File: src/common/rv_macros.svh
////////////////////////////////////////////////////////////
// Widths, reset vector and major opcodes for the RV64 core.
// Only the five opcodes below are decoded. Anything else
// retires without a register write.
////////////////////////////////////////////////////////////
`ifndef RV_MACROS_SVH
`define RV_MACROS_SVH

// Data path and program counter width
`define RV_XLEN         64
`define RV_REG_ADDR_W   5
`define RV_INST_W       32

// First fetch address after reset
`define RV_RESET_VECTOR 64'h8000_0000

// Major opcodes, inst[6:0]
`define RV_OP_IMM       7'b0010011
`define RV_OP_REG       7'b0110011
`define RV_OP_LUI       7'b0110111
`define RV_OP_JAL       7'b1101111
`define RV_OP_SYSTEM    7'b1110011

`endif
File: src/common/rv_pkg.sv
////////////////////////////////////////////////////////////
// Stage-to-stage packets and the ALU operation encoding.
// A packet with valid low is a bubble. Its other fields
// carry no meaning.
////////////////////////////////////////////////////////////
`include "rv_macros.svh"

package rv_pkg;

    typedef enum logic [1:0] {
        ALU_ADD    = 2'd0,
        ALU_SUB    = 2'd1,
        ALU_PASS_B = 2'd2,
        ALU_LINK   = 2'd3
    } alu_op_e;

    // Fetch/decode register contents
    typedef struct packed {
        logic                      valid;
        logic [`RV_XLEN-1:0]       pc;
        logic [`RV_INST_W-1:0]     inst;
    } fetch_pkt_t;

    // Decode/execute register contents, operands already forwarded
    typedef struct packed {
        logic                      valid;
        logic [`RV_XLEN-1:0]       pc;
        alu_op_e                   alu_op;
        logic [`RV_XLEN-1:0]       op_a;
        logic [`RV_XLEN-1:0]       op_b;
        logic [`RV_REG_ADDR_W-1:0] rd;
        logic                      we;
        logic                      is_jump;
        logic [`RV_XLEN-1:0]       jump_target;
        logic                      halt;
    } decode_pkt_t;

    // Completed result, also used for forwarding and retire
    typedef struct packed {
        logic                      valid;
        logic [`RV_XLEN-1:0]       pc;
        logic [`RV_REG_ADDR_W-1:0] rd;
        logic                      we;
        logic [`RV_XLEN-1:0]       wdata;
        logic                      halt;
    } result_pkt_t;

    typedef struct packed {
        logic                      valid;
        logic [`RV_XLEN-1:0]       target;
    } redirect_t;

endpackage

File: src/logic/result_stage.sv
////////////////////////////////////////////////////////////
// Two result registers in place of memory and writeback.
// The second one is the register file write port and the
// retire report. halt_o follows a retiring EBREAK.
////////////////////////////////////////////////////////////

module result_stage (
    input  logic                clk,
    input  logic                reset_i,
    input  rv_pkg::result_pkt_t result_i,
    output rv_pkg::result_pkt_t res_fwd_o,
    output rv_pkg::result_pkt_t wb_o,
    output logic                halt_o
);

    always_ff @(posedge clk) begin
        if (reset_i) begin
            res_fwd_o <= '0;
            wb_o      <= '0;
        end else begin
            res_fwd_o <= result_i;
            wb_o      <= res_fwd_o;
        end
    end

    // Raised in the retire cycle of EBREAK
    assign halt_o = wb_o.valid && wb_o.halt;

endmodule

File: config.mk
export PLATFORM = sky130hd
export DESIGN_NAME = result_stage
export DESIGN_NICKNAME = d
export VERILOG_FILES = /design/src/common/rv_pkg.sv /design/src/logic/result_stage.sv
export VERILOG_INCLUDE_DIRS = /design/src /design/src/common
export SDC_FILE = /design/constraint.sdc
export NUM_CORES = 1
export LEC_CHECK = 0
export ABC_AREA = 1
export BUFFER_PORTS_ARGS = -buffer_cell sky130_fd_sc_hd__buf_2
export CAP_MARGIN = 20
export CELL_PAD_IN_SITES_DETAIL_PLACEMENT = 2
export CELL_PAD_IN_SITES_GLOBAL_PLACEMENT = 2
export CORE_UTILIZATION = 25
export CTS_BUF_LIST = sky130_fd_sc_hd__clkbuf_4
export CTS_CLUSTER_SIZE = 30
export DETAILED_ROUTE_END_ITERATION = 6
export HOLD_SLACK_MARGIN = 0.05
export PLACE_DENSITY = 0.82
export RECOVER_POWER = 100
export REMOVE_ABC_BUFFERS = 1
export SLEW_MARGIN = 0
export SYNTH_ARGS = -nofsm -noshare
export SYNTH_HDL_FRONTEND = slang
export SYNTH_SLANG_ARGS = --single-unit
File: constraint.sdc
create_clock -name clk -period 0.8 [get_ports clk]
set_input_delay 0.04 -clock clk [delete_from_list [all_inputs] [get_ports clk]]
set_output_delay 0.04 -clock clk [all_outputs]
set_load 0.02 [all_outputs]
==> results.yml <==
setup_path:
  crit_required_ns: 0.76
  cp_top_family: "flip-flops"
  crit_arrival_ns: 1.32
  cpMaxStageDelayCell: "dfxtp_2"
  rr_worst_depth: 3
  critical_path.cell_chain: "nand2_2, inv_2, buf_6"
  path_depth: 3
  setup.worst_path.start_class: "flop"
  crit_path_end_kind: "output pin"
  slowest_delay_ns: 0.39
  worstSetupPathType: "reg -> out"
  worst-path-buf-inv: 2
  crit_fanout: 2
synthesis:
  yosysUniqueCellTypes: 6
  synth_area_sq_um: 7700
  yosys-top-cells-count: "inv_1, dfxtp_1, nor2_1, buf_2, buf_6"
  synth_edf_count: 0
  synth-compound-area-share_pct: 0
  synth_xor_area_share_pct: 0
  synth_area_leaders: "dfxtp_1, inv_1, nor2_1"
  synthCells: 848
  yosys.cell_count.top_type: "inv_1"
  ys_seq_area_share_pct: 70.7
  avgSynthCellArea_sq_um: 9.08
  synth_top_family_by_area: "buffers and inverters"
  yosys.area.top_type_share_pct: 70.7
  yosysTopAreaCell: "dfxtp_1"
  synthAdderAreaFrac_pct: 0
  yosys.area_share.simple_pct: 13.3
  synthMuxAreaShare_pct: 0
  synth_warnings: 0
  ys_ff_latch: 272
  async_reset_ff_share_pct: 0
  ys.flop_type: "dfxtp_1"
placement:
  dp_hpwl_mm: 20.2
  dp_slack_ns: 0.00409
  portBuffers: 410
  routabilityCongestion: 0.734
  dp_cells: 1630
layout:
  nFillCells: 3051
  layout.nets: 1765
  drive_above_1_share_pct: 55.7
  synthToLayoutAreaGrowth_pct: 110
  fin_cells: 2072
drt:
  first_pass_iters: 4
  drtIter0Drc: 547
  wl_per_cell_microns: 29.4
  route.detailed.drc: 0
  routed_wirelength_mm: 61.0
  vias: 9075
  ant_nets: 0
  vias_per_cell: 4.38
grt:
  grt_util_met1_pct: 35.0
  grt_overflow: 0
  grt_pass1_wl_mm: 79.2
  grtUsageTotal_pct: 35.8
  antenna_found_initial: 9
  grt_max_degree: 59
  grt.busiest_layer: "met2"
  grt_pass1_vias: 10900
  global_route.usage.met3_pct: 13.3
  grt_use_met2_pct: 63.0
timing:
  fin_ws_ns: -0.562
  rsz0062_at_grt: "true"
  hold_ws_ns: -0.00274
  period_needed_ns: 1.36
  max_freq_ghz: 0.734
  drv_slew: 0
  setup_viol: 374
  fin_worst_skew_ns: 0.0481
  finalCritPeriodShare_pct: 170
  worst_pin_slew_ns: 0.626
  finalHoldViolations: 1
  tns_ns: -118.43
  slew_headroom_pct: 58.2
pwr:
  power_leakage_nw: 8.30
  vdd_drop_max_uv: 1140
  power_density_nw_per_um2: 2240
  p_total_mw: 36.2
floorplan:
  rows: 63
  start_util_pct: 25.7
  die_y_microns: 178
  pin_count: 411
  fp.dieW_microns: 178
  dieArea_sq_um: 31500
  coreArea_sq_um: 30000
worst_hold_path:
  hold_depth: 3
  hp-class: "in -> reg"
cts:
  cts_tree: "built"
  cts-root-buf: "clkbuf_4"
  cts.path.max_buffers: 3
  clk_pin_slew_ns: 0.10
  cts_num_sinks: 272
  clkLatencyLatePin_ns: 0.71
  numCtsBuffers: 75
  cts-htree-levels: 3
run_status:
  status: "complete, but fails checks"
  violations: "negative hold slack, negative setup slack"
job:
  drv_cap: 0
placed cells by master, fill, tap and decap left out, types with 8 or more instances in the layout:
cell / synthesis / final
buf_6: 9 / 277
inv_1: 273 / 252
nor2_1: 272 / 243
dfxtp_2: 0 / 235
dlygate4sd3_1: 0 / 199
buf_2: 21 / 115
clkbuf_4: 0 / 114
buf_4: 0 / 109
nor2_2: 0 / 26
dfxtp_4: 0 / 21
clkbuf_1: 0 / 20
inv_2: 0 / 19
dfxtp_1: 272 / 16
diode_2: 0 / 8
clkinv_1: 0 / 8
worst paths after layout:
kind / startpoint / to / slack (ns)
worst min register to register: res_fwd_o[44] / wb_o[44] / 0.45
worst max-delay path: wb_o[135] / halt_o / -0.56
worst max register to register: res_fwd_o[9] / wb_o[9] / -0.13
worst min-delay path: reset_i / res_fwd_o[0] / -0.003
metrics by stage:
step                hold slack, ns  instance area, sq um  utilization (%)
global route               -0.0389                 16200             54.0
global placement             0.238                 10200             34.0
CTS                         -0.157                 16300             54.5
finish                    -0.00274                 16200             54.0
floorplan                    0.111                  7490                -
detailed placement           0.250                 10200             34.0
layout make-up:
| class | count | area, sq um | area share (%) |
|---|---|---|---|
| Antenna cell | 8 | 20.0 | 0.124 |
| Clock buffer | 112 | 841 | 5.19 |
| Clock inverter | 12 | 150 | 0.928 |
| Inverter | 273 | 1030 | 6.36 |
| Multi-Input combinational cell | 273 | 1110 | 6.89 |
| Sequential cell | 272 | 5820 | 35.9 |
| Tap cell | 390 | 488 | 3.01 |
| Timing Repair Buffer | 732 | 6730 | 41.5 |
cells by family (layout without fill, tap and decap cells):
kind of cell / Yosys count / in the layout
other: 0 / 8
DFF: 272 / 272
buffers and inverters: 303 / 1129
and+or+nand+nor: 273 / 273
repair_timing:
item                       4_1_cts  5_1_grt
resized for setup              817       93
setup buffers                   42       68
hold buffers                   278       10
pin swaps                        1        0
setup endpoints to repair      273      384
gates cloned                     0        0
hold endpoints to repair       272      155
tightest hold or removal path: stages:
cell and delay, ns:
clkbuf_4 0.24, buf_12 0.23, nor2_1 0.12
flip-flops by register name, indices dropped and copies added, names as in the netlist:
signal     cells
wb_o         136
res_fwd_o    136
where the power goes:
part | internal [mW] | total (mW) | switching [mW]
combinational | 2.66 | 5.54 | 2.88
clock | 7.63 | 15.8 | 8.15
sequential | 14.3 | 14.9 | 0.625
total | 24.6 | 36.2 | 11.6
metal layers:
metal  wire length, microns  vias up
li1                       -     3869
met1                  21000     4397
met2                  30400      577
met3                   5410      228
met4                   4080        4
met5                     26        -
Power figures use the tool's default switching activity.
