==> config.mk <==
export PLATFORM = sky130hd
export DESIGN_NAME = execute_stage
export DESIGN_NICKNAME = d
export VERILOG_FILES = /design/src/common/rv_pkg.sv /design/src/execute/execute_stage.sv
export VERILOG_INCLUDE_DIRS = /design/src /design/src/common
export SDC_FILE = /design/constraint.sdc
export NUM_CORES = 1
export LEC_CHECK = 0
export BUFFER_PORTS_ARGS = -buffer_cell sky130_fd_sc_hd__buf_2
export CELL_PAD_IN_SITES_DETAIL_PLACEMENT = 1
export CELL_PAD_IN_SITES_GLOBAL_PLACEMENT = 2
export CORE_ASPECT_RATIO = 0.5
export CORE_MARGIN = 2
export CORE_UTILIZATION = 35
export CTS_CLUSTER_DIAMETER = 50
export CTS_CLUSTER_SIZE = 16
export DETAILED_ROUTE_END_ITERATION = 8
export MAX_ROUTING_LAYER = met4
export PLACE_DENSITY_LB_ADDON = 0.2
export SLEW_MARGIN = 20
export SYNTH_ARGS = -nofsm -noshare
export SYNTH_HDL_FRONTEND = slang
export SYNTH_SLANG_ARGS = --single-unit
==> constraint.sdc <==
create_clock -name clk -period 34.3 [get_ports clk]
set_input_delay 3.43 -clock clk [delete_from_list [all_inputs] [get_ports clk]]
set_output_delay 3.43 -clock clk [all_outputs]
set_load 0.1 [all_outputs]
==> src/common/rv_macros.svh <==
////////////////////////////////////////////////////////////
// Widths, reset vector and major opcodes for the RV64 core.
// Only the five opcodes below are decoded. Anything else
// retires without a register write.
////////////////////////////////////////////////////////////
`ifndef RV_MACROS_SVH
`define RV_MACROS_SVH

// Data path and program counter width
`define RV_XLEN         64
`define RV_REG_ADDR_W   5
`define RV_INST_W       32

// First fetch address after reset
`define RV_RESET_VECTOR 64'h8000_0000

// Major opcodes, inst[6:0]
`define RV_OP_IMM       7'b0010011
`define RV_OP_REG       7'b0110011
`define RV_OP_LUI       7'b0110111
`define RV_OP_JAL       7'b1101111
`define RV_OP_SYSTEM    7'b1110011

`endif
==> src/common/rv_pkg.sv <==
////////////////////////////////////////////////////////////
// Stage-to-stage packets and the ALU operation encoding.
// A packet with valid low is a bubble. Its other fields
// carry no meaning.
////////////////////////////////////////////////////////////
`include "rv_macros.svh"

package rv_pkg;

    typedef enum logic [1:0] {
        ALU_ADD    = 2'd0,
        ALU_SUB    = 2'd1,
        ALU_PASS_B = 2'd2,
        ALU_LINK   = 2'd3
    } alu_op_e;

    // Fetch/decode register contents
    typedef struct packed {
        logic                      valid;
        logic [`RV_XLEN-1:0]       pc;
        logic [`RV_INST_W-1:0]     inst;
    } fetch_pkt_t;

    // Decode/execute register contents, operands already forwarded
    typedef struct packed {
        logic                      valid;
        logic [`RV_XLEN-1:0]       pc;
        alu_op_e                   alu_op;
        logic [`RV_XLEN-1:0]       op_a;
        logic [`RV_XLEN-1:0]       op_b;
        logic [`RV_REG_ADDR_W-1:0] rd;
        logic                      we;
        logic                      is_jump;
        logic [`RV_XLEN-1:0]       jump_target;
        logic                      halt;
    } decode_pkt_t;

    // Completed result, also used for forwarding and retire
    typedef struct packed {
        logic                      valid;
        logic [`RV_XLEN-1:0]       pc;
        logic [`RV_REG_ADDR_W-1:0] rd;
        logic                      we;
        logic [`RV_XLEN-1:0]       wdata;
        logic                      halt;
    } result_pkt_t;

    typedef struct packed {
        logic                      valid;
        logic [`RV_XLEN-1:0]       target;
    } redirect_t;

endpackage

==> src/execute/execute_stage.sv <==
////////////////////////////////////////////////////////////
// Decode/execute register and ALU. A valid JAL here raises
// the redirect for one cycle and the next decode output is
// replaced by a bubble.
////////////////////////////////////////////////////////////
`include "rv_macros.svh"

module execute_stage (
    input  logic                clk,
    input  logic                reset_i,
    input  rv_pkg::decode_pkt_t decode_i,
    output rv_pkg::result_pkt_t result_o,
    output rv_pkg::redirect_t   redirect_o
);
    import rv_pkg::*;

    decode_pkt_t         ex_q;
    logic [`RV_XLEN-1:0] alu_res;

    always_ff @(posedge clk) begin
        if (reset_i) begin
            ex_q.valid <= 1'b0;
        end else if (redirect_o.valid) begin
            // Instruction behind the jump is on the wrong path
            ex_q.valid <= 1'b0;
        end else begin
            ex_q <= decode_i;
        end
    end

    always_comb begin
        case (ex_q.alu_op)
            ALU_ADD:    alu_res = ex_q.op_a + ex_q.op_b;
            ALU_SUB:    alu_res = ex_q.op_a - ex_q.op_b;
            ALU_PASS_B: alu_res = ex_q.op_b;
            // ALU_LINK, return address for JAL
            default:    alu_res = ex_q.pc + 'd4;
        endcase
    end

    always_comb begin
        result_o.valid = ex_q.valid;
        result_o.pc    = ex_q.pc;
        result_o.rd    = ex_q.rd;
        result_o.we    = ex_q.we;
        result_o.wdata = alu_res;
        result_o.halt  = ex_q.halt;
    end

    assign redirect_o.valid  = ex_q.valid && ex_q.is_jump;
    assign redirect_o.target = ex_q.jump_target;

endmodule

==> impl_metrics.env <==
export IMPL_outcome="finished, final reports clean"
export IMPL_routed_wl_um=53500
export IMPL_grt_pass1_vias=13500
export IMPL_first_pass_iters=5
export IMPL_final_cell_mix="buf_2 (469), edfxtp_1 (266), nand2_1 (134)"
export IMPL_min_delay_start="ex_q[65]"
export IMPL_clkLatencyLatePin_ns=0.59
export IMPL_finalMaxSlewViolations=0
export IMPL_drv_cap=0
export IMPL_chipHeight_um=158
export IMPL_synth_cells=1590
export IMPL_clk_path_buf_depth=3
export IMPL_first_iter_violations=696
export IMPL_period_needed_ns=9.59
export IMPL_clock_sinks=267
export IMPL_gp_congestion=0.877
export IMPL_setup_tns_ns=0
export IMPL_period_share_pct=27.9
export IMPL_cts_tree="yes"
export IMPL_drive_gt1_share_pct=28.9
export IMPL_antenna_found_initial=6
export IMPL_power_per_cell_area_nw_per_um2=57.0
export IMPL_yosysWarnings=0
export IMPL_cts_root_buf="clkbuf_16"
export IMPL_critPathRequiredTime_ns=30.87
export IMPL_cts_max_level=1
export IMPL_drcViolationCount=0
export IMPL_start_util_pct=35.5
export IMPL_fillCellCount=5399
export IMPL_synth_seq_area_share_pct=48.2
export IMPL_setup_violations_final=0
export IMPL_crit_path_start_kind="flip-flop"
export IMPL_syn2layout_area_growth_pct=17.2
export IMPL_place_hpwl_um=42300
export IMPL_num_nets_final=2228
export IMPL_max_slew_worst_pin_slew_ns=1.12
export IMPL_ys_flop_type="edfxtp_1"
export IMPL_end_kind="output pin"
export IMPL_synth_edf_count=266
export IMPL_final_hold_violation_count=0
export IMPL_drtAntennaViolNets=0
export IMPL_via_per_inst=5.14
export IMPL_slew_headroom_pct=25.0
export IMPL_routedWlPerCell_um=21.0
export IMPL_placementRows=56
export IMPL_holdBufCountCts=0
export IMPL_grt_overflow_total=0
export IMPL_critPathKind="reg2out"
export IMPL_ios=470
export IMPL_cts_buffers=26
export IMPL_syn_nets=1925
export IMPL_vdd_drop_max_v=0.0000355
export IMPL_port_buffers=469
export IMPL_holdWs_ns=0.876
export IMPL_ctsResizeCount=0
export IMPL_core_area_um2=46900
export IMPL_synth_avg_cell_area_um2=10.5
export IMPL_clkTransAtPathRegs_ns=0.07
export IMPL_crit_start="ex_q[88]"
export IMPL_leakage_uw=0.00774
export IMPL_crit_fanout=8
export IMPL_postCtsSetupBuffers=0
export IMPL_ys_types=74
export IMPL_die_area_um2=49300
export IMPL_syn_area_um2=16600
export IMPL_skew_ns=0.0268
export IMPL_rsz0062_at_grt="false"
export IMPL_final_cells=2553
export IMPL_grt_pass1_wl_um=78500
export IMPL_vias=13100
export IMPL_crit_arrival_ns=6.16
export IMPL_grt_max_degree=184
export IMPL_async_flop_share_pct=0
export IMPL_track_usage_pct=21.4
export IMPL_r2r_start="ex_q[65]"
export IMPL_placedCellCount=2502
export IMPL_layout_commonest_cell="buf_2"
export IMPL_hold_class="reg2reg"
export IMPL_max_freq_mhz=104
export IMPL_die_x_um=312
export IMPL_power_uw=1110
export IMPL_ys_seq_elements=267
## worst max-delay path, stage by stage, from the launching register on
cell	delay [ns]
edfxtp_1	0.47
or4_4	0.59
nor4_4	0.32
nand4b_4	0.20
or2_4	0.33
o31ai_1	0.25
xor2_1	0.21
ha_1	0.35
a2111oi_0	0.37
o21ai_0	0.15
o22ai_1	0.23
o211ai_1	0.13
o21ai_1	0.34
o21ai_1	0.16
a21oi_1	0.48
o21ai_0	0.18
a221oi_1	0.31
buf_2	0.48
## worst paths after layout
| kind | endpoint | slack (ns) | depth (start not counted) |
|---|---|---|---|
| setup / recovery | result_o[63] | 24.71 | 17 |
| hold / removal | redirect_o[17] | 0.88 | 2 |
| setup reg to reg | ex_q[195] | 31.70 | 4 |
| hold reg to reg | redirect_o[17] | 0.88 | 2 |
## state kept, by name, summed over array words and instances, names as in the netlist
register	count
result_o	72
ex_q	131
redirect_o	64
## where the power goes
part / internal [uW] / switching (uW)
clock: 157 / 140
sequential: 383 / 15.4
combinational: 92.7 / 322
## per-layer routing
metal | up-vias | wire length [um] | track usage, %
met2 | 235 | 29000 | 39.5
met3 | 68 | 1760 | 3.20
met1 | 6436 | 21300 | 24.1
met4 | 0 | 1400 | 6.25
met5 | - | 0 | -
li1 | 6374 | - | -
## synth_stat cells (3+ instances only)
cell | number | area, um^2
nor3_1 | 20 | 100
ha_1 | 65 | 813
or4_1 | 7 | 52.6
o211ai_1 | 50 | 375
o22ai_1 | 4 | 25.0
a21o_1 | 32 | 240
nand4_1 | 38 | 238
nor4_4 | 3 | 63.8
nand2_1 | 134 | 503
nor3b_1 | 3 | 22.5
nor2b_1 | 13 | 81.3
o31ai_2 | 3 | 37.5
o211a_1 | 4 | 40.0
buf_4 | 136 | 1020
a41oi_1 | 3 | 26.3
o21bai_1 | 15 | 113
edfxtp_1 | 266 | 7990
and3_1 | 14 | 87.6
o2111ai_1 | 4 | 35.0
or3_1 | 22 | 138
o221ai_1 | 3 | 26.3
o21a_1 | 8 | 60.1
nor2_1 | 79 | 297
nand2b_1 | 4 | 25.0
o31ai_1 | 22 | 165
a21oi_1 | 119 | 596
xnor2_1 | 67 | 587
nor4_1 | 8 | 50.1
buf_1 | 7 | 26.3
o21ai_1 | 14 | 70.1
and4_1 | 10 | 87.6
a31oi_1 | 6 | 37.5
nand3_1 | 48 | 240
mux2i_1 | 3 | 30.0
inv_1 | 30 | 113
a211oi_1 | 11 | 82.6
clkbuf_1 | 60 | 225
or2_2 | 4 | 25.0
and2_1 | 12 | 75.1
xor2_1 | 94 | 823
o21ai_0 | 105 | 526
## final cells by class
type	instances	area, um^2	area share [%]
Sequential cell	267	8010	41.1
Antenna cell	7	17.5	0.0899
Multi-Input combinational cell	1088	7230	37.1
Timing Repair Buffer	479	2450	12.6
Clock inverter	16	198	1.01
Tap cell	638	798	4.10
Inverter	31	116	0.597
Clock buffer	27	654	3.36
## kinds of logic after synthesis
family / count (synthesis) / synth area share [%]
compound gates: 422 / 16.0
flops: 267 / 48.2
mux: 5 / 0.316
xor+xnor: 161 / 8.49
simple gates: 434 / 13.6
fa+ha+maj: 66 / 5.01
buf+inv: 235 / 8.39
## per-stage QoR
| stage | area, um^2 | setup WS (ns) | utilization (%) |
|---|---|---|---|
| 2_1_floorplan | 16600 | 19.03 | - |
| 3_3_place_gp | 18600 | 25.44 | 39.6 |
| 3_5_place_dp | 18600 | 25.32 | 39.6 |
| 4_1_cts | 19400 | 24.66 | 41.4 |
| 5_1_grt | 19500 | 24.16 | 41.6 |
| 6_report | 19500 | 24.71 | 41.6 |
(Power assumes the default switching activity.)
