<file path="src/common/rv_macros.svh">
////////////////////////////////////////////////////////////
// Widths, reset vector and major opcodes for the RV64 core.
// Only the five opcodes below are decoded. Anything else
// retires without a register write.
////////////////////////////////////////////////////////////
`ifndef RV_MACROS_SVH
`define RV_MACROS_SVH

// Data path and program counter width
`define RV_XLEN         64
`define RV_REG_ADDR_W   5
`define RV_INST_W       32

// First fetch address after reset
`define RV_RESET_VECTOR 64'h8000_0000

// Major opcodes, inst[6:0]
`define RV_OP_IMM       7'b0010011
`define RV_OP_REG       7'b0110011
`define RV_OP_LUI       7'b0110111
`define RV_OP_JAL       7'b1101111
`define RV_OP_SYSTEM    7'b1110011

`endif
</file>
<file path="src/common/rv_pkg.sv">
////////////////////////////////////////////////////////////
// Stage-to-stage packets and the ALU operation encoding.
// A packet with valid low is a bubble. Its other fields
// carry no meaning.
////////////////////////////////////////////////////////////
`include "rv_macros.svh"

package rv_pkg;

    typedef enum logic [1:0] {
        ALU_ADD    = 2'd0,
        ALU_SUB    = 2'd1,
        ALU_PASS_B = 2'd2,
        ALU_LINK   = 2'd3
    } alu_op_e;

    // Fetch/decode register contents
    typedef struct packed {
        logic                      valid;
        logic [`RV_XLEN-1:0]       pc;
        logic [`RV_INST_W-1:0]     inst;
    } fetch_pkt_t;

    // Decode/execute register contents, operands already forwarded
    typedef struct packed {
        logic                      valid;
        logic [`RV_XLEN-1:0]       pc;
        alu_op_e                   alu_op;
        logic [`RV_XLEN-1:0]       op_a;
        logic [`RV_XLEN-1:0]       op_b;
        logic [`RV_REG_ADDR_W-1:0] rd;
        logic                      we;
        logic                      is_jump;
        logic [`RV_XLEN-1:0]       jump_target;
        logic                      halt;
    } decode_pkt_t;

    // Completed result, also used for forwarding and retire
    typedef struct packed {
        logic                      valid;
        logic [`RV_XLEN-1:0]       pc;
        logic [`RV_REG_ADDR_W-1:0] rd;
        logic                      we;
        logic [`RV_XLEN-1:0]       wdata;
        logic                      halt;
    } result_pkt_t;

    typedef struct packed {
        logic                      valid;
        logic [`RV_XLEN-1:0]       target;
    } redirect_t;

endpackage

</file>
<file path="src/logic/fetch_stage.sv">
////////////////////////////////////////////////////////////
// PC and fetch request. The instruction memory must return
// the word one cycle after each ce_o edge and never stall.
// ce_o stays high from the first cycle after reset.
////////////////////////////////////////////////////////////
`include "rv_macros.svh"

module fetch_stage (
    input  logic                  clk,
    input  logic                  reset_i,
    input  logic [`RV_INST_W-1:0] inst_i,
    input  logic [`RV_XLEN-1:0]   thispc_i,
    input  rv_pkg::redirect_t     redirect_i,
    output logic [`RV_XLEN-1:0]   pc_o,
    output logic                  ce_o,
    output rv_pkg::fetch_pkt_t    fetch_o
);

    // Memory accepted a request at the previous edge
    logic inflight_q;
    // Word now on inst_i was requested on the old path
    logic drop_q;

    always_ff @(posedge clk) begin
        if (reset_i) begin
            ce_o       <= 1'b0;
            pc_o       <= `RV_RESET_VECTOR;
            inflight_q <= 1'b0;
            drop_q     <= 1'b0;
        end else begin
            ce_o       <= 1'b1;
            inflight_q <= ce_o;
            drop_q     <= redirect_i.valid;
            if (redirect_i.valid) begin
                pc_o <= redirect_i.target;
            end else if (ce_o) begin
                pc_o <= pc_o + 'd4;
            end
        end
    end

    // Fetch/decode register
    always_ff @(posedge clk) begin
        if (reset_i) begin
            fetch_o.valid <= 1'b0;
        end else begin
            fetch_o.valid <= inflight_q && !drop_q && !redirect_i.valid;
            fetch_o.pc    <= thispc_i;
            fetch_o.inst  <= inst_i;
        end
    end

endmodule

</file>
<file path="config.mk">
export PLATFORM = sky130hd
export DESIGN_NAME = fetch_stage
export DESIGN_NICKNAME = d
export VERILOG_FILES = /design/src/common/rv_pkg.sv /design/src/logic/fetch_stage.sv
export VERILOG_INCLUDE_DIRS = /design/src /design/src/common
export SDC_FILE = /design/constraint.sdc
export NUM_CORES = 1
export LEC_CHECK = 0
export ABC_AREA = 1
export BUFFER_PORTS_ARGS = -buffer_cell sky130_fd_sc_hd__buf_4
export CORE_MARGIN = 2
export CORE_UTILIZATION = 23
export CTS_CLUSTER_SIZE = 28
export DETAILED_ROUTE_END_ITERATION = 16
export GPL_TIMING_DRIVEN = 0
export MAX_ROUTING_LAYER = met4
export RECOVER_POWER = 100
export REMOVE_ABC_BUFFERS = 1
export SETUP_SLACK_MARGIN = 0.4
export SLEW_MARGIN = 40
export SYNTH_ARGS = -nofsm -noshare
export SYNTH_HDL_FRONTEND = slang
export SYNTH_SLANG_ARGS = --single-unit
</file>
<file path="constraint.sdc">
create_clock -name clk -period 4.9 [get_ports clk]
set_input_delay 0.49 -clock clk [delete_from_list [all_inputs] [get_ports clk]]
set_output_delay 0.49 -clock clk [all_outputs]
set_load 0.1 [all_outputs]
</file>
==> results of run 1 <==
[cell usage after synthesis]
master,n
nor2_8,2
a221oi_1,1
buf_1,1
nor3_1,2
nand2_1,211
o21bai_1,12
nand4_1,9
dfxtp_1,68
nor2_1,110
nor2_4,6
nand2_4,5
a31oi_1,14
o21ai_1,4
inv_1,53
clkbuf_1,18
o211ai_1,2
nor2_2,7
o21bai_2,6
nand2_2,14
xnor2_1,19
nand3_1,46
o21ai_0,7
ha_1,1
a22oi_1,44
buf_2,7
nand3b_1,2
edfxtp_1,96
xor2_1,10
a21oi_1,45
[how the worst min path moves through the flow]
stage | from | endpoint | slack, ns | cells after the start
global placement | drop_q | fetch_o[96] | 0.38 | 1
global route | inst_i[0] | fetch_o[0] | 0.22 | 1
detailed placement | drop_q | fetch_o[96] | 0.39 | 1
finish | inst_i[0] | fetch_o[0] | 0.25 | 1
CTS | thispc_i[54] | fetch_o[86] | 0.21 | 1
floorplan | drop_q | fetch_o[96] | 0.37 | 1
[state kept, by name, summed over array words and instances (netlist names)]
| name | cells |
|---|---|
| pc_o | 64 |
| inflight_q | 1 |
| ce_o | 1 |
| fetch_o | 97 |
| drop_q | 1 |
[layout make-up]
class                   instances  area (um^2)
repair buffers                329         1890
clock buffers                  17          425
fillers                      3572        21900
inverters                      53          200
clock inverters                15          159
well taps                     442          553
multi-input cells             579         2970
flip-flops and latches        164         4240
[routing by layer]
metal | part of all wire [%] | up-vias | global-route usage [%]
met3 | 7.4 | 33 | 3.95
met5 | 0 | - | -
met4 | 2.3 | 0 | 5.78
li1 | - | 3436 | -
met2 | 52 | 290 | 30.2
met1 | 39 | 3326 | 18.0
[power breakdown]
part / total [mW] / switching (mW) / internal (mW)
sequential: 1.64 / 0.0774 / 1.56
combinational: 1.01 / 0.848 / 0.163
clock: 1.35 / 0.669 / 0.684
[logic make-up (layout without fill, tap and decap cells)]
logic type      after synthesis  count (layout)  share of synthesized area [%]
simple gates                414             414                           24.1
flops                       164             164                           56.5
compound gates              135             135                           11.7
buf+inv                      79             414                           4.07
xor+xnor                     29              29                           3.38
fa+ha+maj                     1               1                          0.167
[placed cells by master, fill, tap and decap left out, types with 17 or more instances in the layout]
cell type	count
inv_1	52
clkbuf_1	170
a21oi_1	45
nand2_1	211
edfxtp_1	96
xnor2_1	19
dfxtp_1	68
clkbuf_16	17
nor2_1	109
clkbuf_4	90
nand3_1	46
buf_4	66
a22oi_1	44
[through the flow]
| stage | cells | setup WS [ns] | util [%] | total power, mW |
|---|---|---|---|---|
| floorplan | 796 | 1.39 | - | 2.44 |
| global placement | 1562 | -0.226 | 32.1 | 2.76 |
| detailed placement | 1567 | 2.62 | 32.6 | 2.78 |
| CTS | 1599 | 2.92 | 34.4 | 4.14 |
| global route | 1599 | 1.63 | 32.2 | 4.14 |
| finish | 1599 | 1.85 | 32.2 | 4.00 |
==> results.tsv, run 1 <==
metric	value	unit
outcome	complete, no violations	
rr_worst_depth	5	
ir_drop	0.245	mV
postCtsSetupBuffers	0	
worstMarginPinSlew	1.30	ns
worstHoldPathType	in2reg	
path_buf_inv	2	
setup-violations-final	0	
yosys.area.top_type_share	38.4	%
clkSlewWorstSetupHoldPaths	0.08	ns
r2r-start	ce_o	
worstPathMaxFanout	22	
dpl.hpwl	22.8	mm
critPathCaptureType	register	
hold_viol_final	0	
crit_slowest_cell	nor2_1	
grt_overflow	0	
cp_top_family	simple AND/OR/NAND/NOR gates	
viasPerCell	4.43	
htree_levels	4	
grt_use_total	16.8	%
post-route-period-util	62.2	%
relSlewSlack	14.0	%
gp_congestion	0.850	
area_delta_synth_final	39.1	%
startpoint	ce_o	
power_density	383	nW/um^2
detail_route.wl_per_cell	18.0	um
core_area	32400	um^2
rows	66	
synth_cell_types	29	
fin_area	10400	um^2
die_h	185	um
ys_top_cells_by_area	edfxtp_1 (38%), dfxtp_1 (18%), nand2_1 (11%)	
rr_endpoint	pc_o[61]	
arrival	3.40	ns
firstDrtPassIters	5	
fin_crit	3.05	ns
holdBufCountCts	0	
skew	0.0212	ns
cts.repair.resized	0	
cts_buffer_depth	2	
drt_wl_total	28.7	mm
maxCapViolations	0	
worst_path_largest_cell_delay	0.96	ns
r2r_slack	1.85	ns
cts_tree	done	
worstPathRequired	5.25	ns
start_util	23.2	%
critPathLaunchType	register	
worst_skew_pair.late_latency	0.44	ns
vias	7085	
fp.dieW	185	um
diodes	0	
ios	325	
clock_sinks	164	
drcViolationCount	0	
p_leak	3.81	nW
antenna_found_initial	1	
synth-seq-cells	164	
worstSetupPathDepth	5	
fin_nets	1308	
ant_nets	0	
drv_slew	0	
numPortBuffers	324	
synth_top_area_cell	edfxtp_1	
postSynthAreaPerCell	9.13	um^2
cp_cell_sequence	inv_1, nor2_1, clkbuf_1, nand3_1, a21oi_1	
grt_max_degree	80	
dieArea	34100	um^2
ys_seq_area_share	56.5	%
grt_pass1_vias	6861	
drive_above_1_share	20.1	%
placed_area	10500	um^2
syn_area	7510	um^2
timing.hold.ws	0.249	ns
first_iter_violations	418	
cts-root-buf	clkbuf_16	
crit_end	pc_o[61]	
numCtsBuffers	17	
worst-setup-path-type	reg2reg	
yosysWarnings	0	
max_freq	0.328	GHz
rsz0062_at_grt	false	
syn_inst	822	
grt_pass1_wl	40.9	mm
tns	0	ns
Note: power is estimated with default switching activity, not from simulation.
==> inputs of run 2 (changes only) <==
Clock period 4.9 ns to 2.65 ns, I/O delays scaled along.
==> run 2 against run 1 <==
Compared with the run above:
- utilization up 3.0 points
- total power is 88% higher
- global-route usage grew 0.52 points
- largest cell class unchanged
- critical path type is now reg2out
- non-clock buffer count increased by 91
- first-iteration DRC count decreased by 0.72%
- flip-flop and latch count unchanged
- clock skew shrank 0.0036 ns
==> results.tsv, run 2 (same netlist as run 1, synthesis figures left out) <==
metric	value	unit	change
grt_pass1_wl	42.7	mm	+4.3%
intPower	4.55	mW	+89%
fin_nets	1399		+7.0%
rsz0062_at_grt	false		
dieArea	34100	um^2	unchanged
post-route-period-util	81.7	%	
area_delta_synth_final	52.0	%	
place_inst	1567		unchanged
r2r-start	ce_o		
critPathLaunchType	register		
cts_buffer_depth	2		unchanged
rr_worst_depth	5		unchanged
hp-start	redirect_i[1]		
critPathCaptureType	output port		
drcViolationCount	0		unchanged
max_freq	0.462	GHz	
worstPathRequired	2.38	ns	-2.87 ns
holdPathStages	3		+2
stdcell_count	1690		+5.7%
cts.repair.resized	0		unchanged
firstDrtPassIters	5		unchanged
die_h	185	um	unchanged
rows	66		unchanged
vias	7472		+5.5%
r2r_slack	0.56	ns	-1.29 ns
skew	0.0177	ns	-0.00358 ns
fp.dieW	185	um	unchanged
worstPathMaxFanout	6		-73%
path_buf_inv	1		-1
worst_skew_pair.late_latency	0.44	ns	about the same
gp_congestion	0.850		unchanged
ir_drop	0.451	mV	+84%
final_common_cell	nand2_1		
p_clk_share	33.1	%	-0.7 points
arrival	1.90	ns	-1.50 ns
start_util	23.2	%	unchanged
drv_slew	0		unchanged
comb_power_share	26.6	%	+1.3 points
fin_util	35.2	%	+3.0 points
placed_area	10500	um^2	unchanged
clock_sinks	164		unchanged
maxCapViolations	0		unchanged
drt_wl_total	29.6	mm	+3.2%
numPortBuffers	324		unchanged
cts-root-buf	clkbuf_16		
ant_nets	0		unchanged
p_leak	4.22	nW	+11%
relSlewSlack	0.526	%	-13 points
detail_route.wl_per_cell	17.5	um	-2.4%
pre_cts_ws	0.590	ns	-2.02 ns
core_area	32400	um^2	unchanged
setup_slack	0.485	ns	-1.37 ns
crit_slowest_cell	clkbuf_1		
max_flop_register	fetch_o		
rr_endpoint	pc_o[61]		
fin_crit	2.17	ns	
setup-violations-final	0		unchanged
worst-setup-path-type	reg2out		
worst_path_largest_cell_delay	0.91	ns	-0.05 ns
timing.hold.ws	0.0523	ns	-0.197 ns
grt_max_degree	80		unchanged
fin_area	11400	um^2	+9.3%
grt_use_total	17.3	%	+0.52 points
hold_viol_final	0		unchanged
switching_power	2.98	mW	+87%
cp_top_family	buffers and inverters		
layout_common_cells	nand2_1 (211), clkbuf_1 (167), nor2_1 (108)		
power_density	660	nW/um^2	+72%
worst_hold_path.endpoint	pc_o[1]		
grt_pass1_vias	7360		+7.3%
clkSlewWorstSetupHoldPaths	0.08	ns	about the same
antenna_found_initial	0		-1
worstMarginPinSlew	1.49	ns	+0.196 ns
cp_cell_sequence	clkbuf_1		
diodes	0		unchanged
numCtsBuffers	17		unchanged
first_iter_violations	415		-0.72%
largest_reg_flops	97		unchanged
dpl.hpwl	22.8	mm	unchanged
startpoint	pc_o[45]		
outcome	complete, no violations		
htree_levels	4		unchanged
p_seq_share	40.3	%	-0.6 points
worstHoldPathType	in2reg		
ios	325		unchanged
cts_tree	done		
drive_above_1_share	19.0	%	-1.1 points
reg.largest.list	fetch_o (97), pc_o (64)		
viasPerCell	4.42		-0.22%
p_sw_share	39.6	%	-0.26 points
grt_overflow	0		unchanged
==> run 2: repair_timing <==
action	CTS	global route
buffers inserted	0	0
hold buffers	87	4
endpoints found under the hold margin	87	4
==> run 2: power groups by stage <==
stage | clock [mW] | sequential, mW | combinational [mW]
2_1_floorplan | 0 | 4.33 | 0.179
3_3_place_gp | 0 | 3.10 | 2.01
3_5_place_dp | 0 | 3.09 | 2.05
4_1_cts | 2.57 | 3.04 | 2.16
5_1_grt | 2.66 | 3.06 | 2.07
6_report | 2.49 | 3.03 | 2.00
==> run 2: metal layers <==
layer	vias to the layer above	track usage, %	share of wire (%)	wire length, um
li1	3623	-	-	-
met1	3504	18.6	39	11600
met2	309	31.3	51	15200
met3	36	3.93	7.4	2200
met4	0	5.78	2.4	703
met5	-	-	0	0
==> run 2: worst min-delay path, delay by kind of cell <==
family	cells	cell delay, ns
buffers and inverters	1	0.08
AND/OR/NAND/NOR	2	0.11
==> run 2: cell type report <==
class / instances / area (um^2)
Timing Repair Buffer: 420 / 2850
Clock buffer: 17 / 425
Sequential cell: 164 / 4240
Fill cell: 3485 / 21000
Inverter: 53 / 206
Tap cell: 442 / 553
Clock inverter: 15 / 159
Multi-Input combinational cell: 579 / 2970
==> run 2: how the worst max path moves through the flow <==
stage                    end  cells past startpoint
floorplan            pc_o[2]                      4
global placement    pc_o[61]                      4
detailed placement  pc_o[37]                      6
CTS                 pc_o[46]                     10
global route        pc_o[61]                      5
finish              pc_o[45]                      1
==> run 2: per-stage QoR <==
| step | TNS [ns] | total power [mW] |
|---|---|---|
| 4_1_cts | 0 | 7.77 |
| 3_3_place_gp | -245.21 | 5.11 |
| 3_5_place_dp | 0 | 5.14 |
| 5_1_grt | 0 | 7.79 |
| 2_1_floorplan | -49.06 | 4.51 |
| 6_report | 0 | 7.53 |
==> inputs of run 3 (changes only) <==
Settings changed: ABC_AREA 1 to 0.
Clock period 2.65 ns to 2.1 ns, I/O delays scaled along.
==> run 3 against run 2 <==
Compared with the run above:
- the run now ends with negative setup slack left
- flip-flop and latch count unchanged
- area after synthesis down 12%
- combinational power increased by 39%
- critical path depth grew 7
- cell count fell by 14%
- non-clock buffer count grew 97
- critical path type is now reg2reg
==> results.tsv, run 3 <==
metric	value	unit	change
largest_reg_flops	97		unchanged
worst_skew_pair.late_latency	0.43	ns	about the same
yosysMostFrequentCell	edfxtp_1		
fillers	2620		-25%
final_common_cell	buf_4		
grt_pass1_wl	37.3	mm	-13%
ant_nets	0		unchanged
htree_levels	4		unchanged
cts_buffer_depth	2		unchanged
viasPerCell	4.33		-2.0%
r2r_slack	-0.20	ns	-0.76 ns
firstDrtPassIters	4		-1
fin_util	44.3	%	+9.1 points
clkSlewWorstSetupHoldPaths	0.08	ns	about the same
startpoint	pc_o[10]		
outcome	finished, violations left		
skew	0.0176	ns	-0.0000812 ns
synth-seq-cells	164		unchanged
r2r-start	pc_o[10]		
synthFlopType	edfxtp_1		
cp_cell_sequence	and4_4, nand4_1, buf_6, or4_4, buf_4, nor4_2, xnor2_1, a211oi_1		
critPathLaunchType	register		
numPortBuffers	324		unchanged
rsz0062_at_grt	true		
max_freq	0.434	GHz	
ir_drop	0.409	mV	-9.3%
gp_congestion	0.725		-15%
detail_route.wl_per_cell	17.0	um	-3.3%
tns	-1.79	ns	-1.79 ns
worst-setup-path-type	reg2reg		
setup-violations-final	20		+20
post-route-period-util	110	%	
cts_tree	done		
core_area	28500	um^2	-12%
worstMarginPinSlew	0.562	ns	-0.930 ns
clock_sinks	164		unchanged
yosysWarnings	0		unchanged
drt_wl_total	24.7	mm	-17%
dieArea	30100	um^2	-12%
grt_use_total	16.7	%	-0.58 points
antenna_found_initial	1		+1
worstPathRequired	2.42	ns	+0.04 ns
timing.hold.ws	0.0201	ns	-0.0322 ns
first_iter_violations	298		-28%
max_flop_register	fetch_o		
ys_seq_area_share	64.2	%	+7.7 points
worst_path_largest_cell_delay	0.60	ns	-0.31 ns
setup_slack	-0.203	ns	-0.687 ns
reg.largest.list	fetch_o (97), pc_o (64)		
crit_end	pc_o[48]		
ios	325		unchanged
maxCapViolations	0		unchanged
drive_above_1_share	50.4	%	+31 points
vias	6306		-16%
drcViolationCount	0		unchanged
worstPathMaxFanout	7		+1
yosys.area.top_type_share	43.6	%	+5.2 points
power_density	769	nW/um^2	+17%
hold_viol_final	0		unchanged
rows	62		-6.1%
ys_top_cells_by_area	edfxtp_1 (44%), dfxtp_1 (21%), xnor2_1 (4.4%)		
grt_max_degree	67		-16%
numCtsBuffers	17		unchanged
fp.dieW	174	um	-6.0%
relSlewSlack	62.4	%	+62 points
grt_overflow	0		unchanged
dpl.hpwl	16.7	mm	-27%
critPathCaptureType	register		
synthArstFlopShare	0	%	unchanged
die_h	174	um	-6.0%
layout_common_cells	buf_4 (263), dlygate4sd3_1 (119), edfxtp_1 (96)		
synth_cell_types	44		+52%
grt_pass1_vias	6523		-11%
drv_slew	0		unchanged
syn_area	6610	um^2	-12%
cts-root-buf	clkbuf_16		
rr_endpoint	pc_o[48]		
hp-start	redirect_i[22]		
arrival	2.63	ns	+0.73 ns
fin_crit	2.30	ns	
crit_slowest_cell	or4_4		
area_delta_synth_final	91.0	%	
postSynthAreaPerCell	12.1	um^2	+33%
synth-edff-count	96		unchanged
worstHoldPathType	in2reg		
fin_nets	1221		-13%
rr_worst_depth	8		+3
syn_inst	546		-34%
violations	negative setup slack		
synth_top_area_cell	edfxtp_1		
yosys-top-cells-count	edfxtp_1 (96), dfxtp_1 (68), nor2_1 (64)		
p_leak	5.47	nW	+30%
start_util	23.2	%	+0.027 points
run 3: logic make-up after synthesis:
logic type      share of synthesized area [%]
mux                                      2.27
xor+xnor                                 7.82
flops                                    64.2
fa+ha+maj                               0.189
buf+inv                                  2.23
simple gates                             17.7
compound gates                           5.58
run 3: power breakdown:
group / internal (mW) / switching, mW / total, mW
logic: 0.740 / 2.05 / 2.79
clock network: 1.60 / 1.52 / 3.11
registers: 3.65 / 0.160 / 3.80
total: 5.98 / 3.73 / 9.71
run 3: stage by stage:
| step | cell area, um^2 | cells | power [mW] | worst slack (ns) |
|---|---|---|---|---|
| global placement | 9420 | 1229 | 6.42 | -3.86 |
| global route | 12600 | 1455 | 10.0 | -0.308 |
| detailed placement | 9530 | 1233 | 6.43 | -0.949 |
| CTS | 12400 | 1441 | 9.82 | -0.168 |
| finish | 12600 | 1455 | 9.71 | -0.203 |
| floorplan | 6500 | 521 | 5.70 | -1.35 |
run 3: worst min path at each step:
stage,end,slack [ns],depth (start not counted)
finish,pc_o[22],0.02,3
global route,pc_o[55],0.002,3
CTS,pc_o[24],0.0002,3
detailed placement,fetch_o[96],0.39,1
global placement,fetch_o[96],0.38,1
floorplan,pc_o[44],0.27,1
run 3: layer usage:
metal | GRT usage (%) | vias to the layer above | wire [um]
met5 | - | - | 0
met4 | 6.57 | 0 | 601
met3 | 5.22 | 33 | 1900
met2 | 28.5 | 254 | 12800
met1 | 18.2 | 3001 | 9400
li1 | - | 3018 | -
run 3: timing repair:
action | in CTS | in global routing
buffers inserted | 56 | 13
hold buffers | 119 | 0
gates resized for setup | 149 | 42
pin swaps | 57 | 31
endpoints found under the hold margin | 119 | 0
endpoints found under the setup margin | 51 | 50
cloned | 1 | 0
run 3: cell type report:
cell class | count | area (um^2) | area share, %
Multi-Input combinational cell | 346 | 2790 | 22.1
Clock inverter | 15 | 156 | 1.24
Inverter | 11 | 58.8 | 0.466
Timing Repair Buffer | 517 | 4380 | 34.7
Antenna cell | 1 | 2.50 | 0.0198
Clock buffer | 17 | 425 | 3.37
Tap cell | 384 | 480 | 3.81
Sequential cell | 164 | 4330 | 34.3
run 3: worst max-delay path, delay by kind of cell, from the launching register on:
| kind | cells | cell delay, ns |
|---|---|---|
| simple gates | 4 | 1.14 |
| xor+xnor | 1 | 0.10 |
| compound gates | 1 | 0.23 |
| flops | 1 | 0.35 |
| buf+inv | 2 | 0.36 |
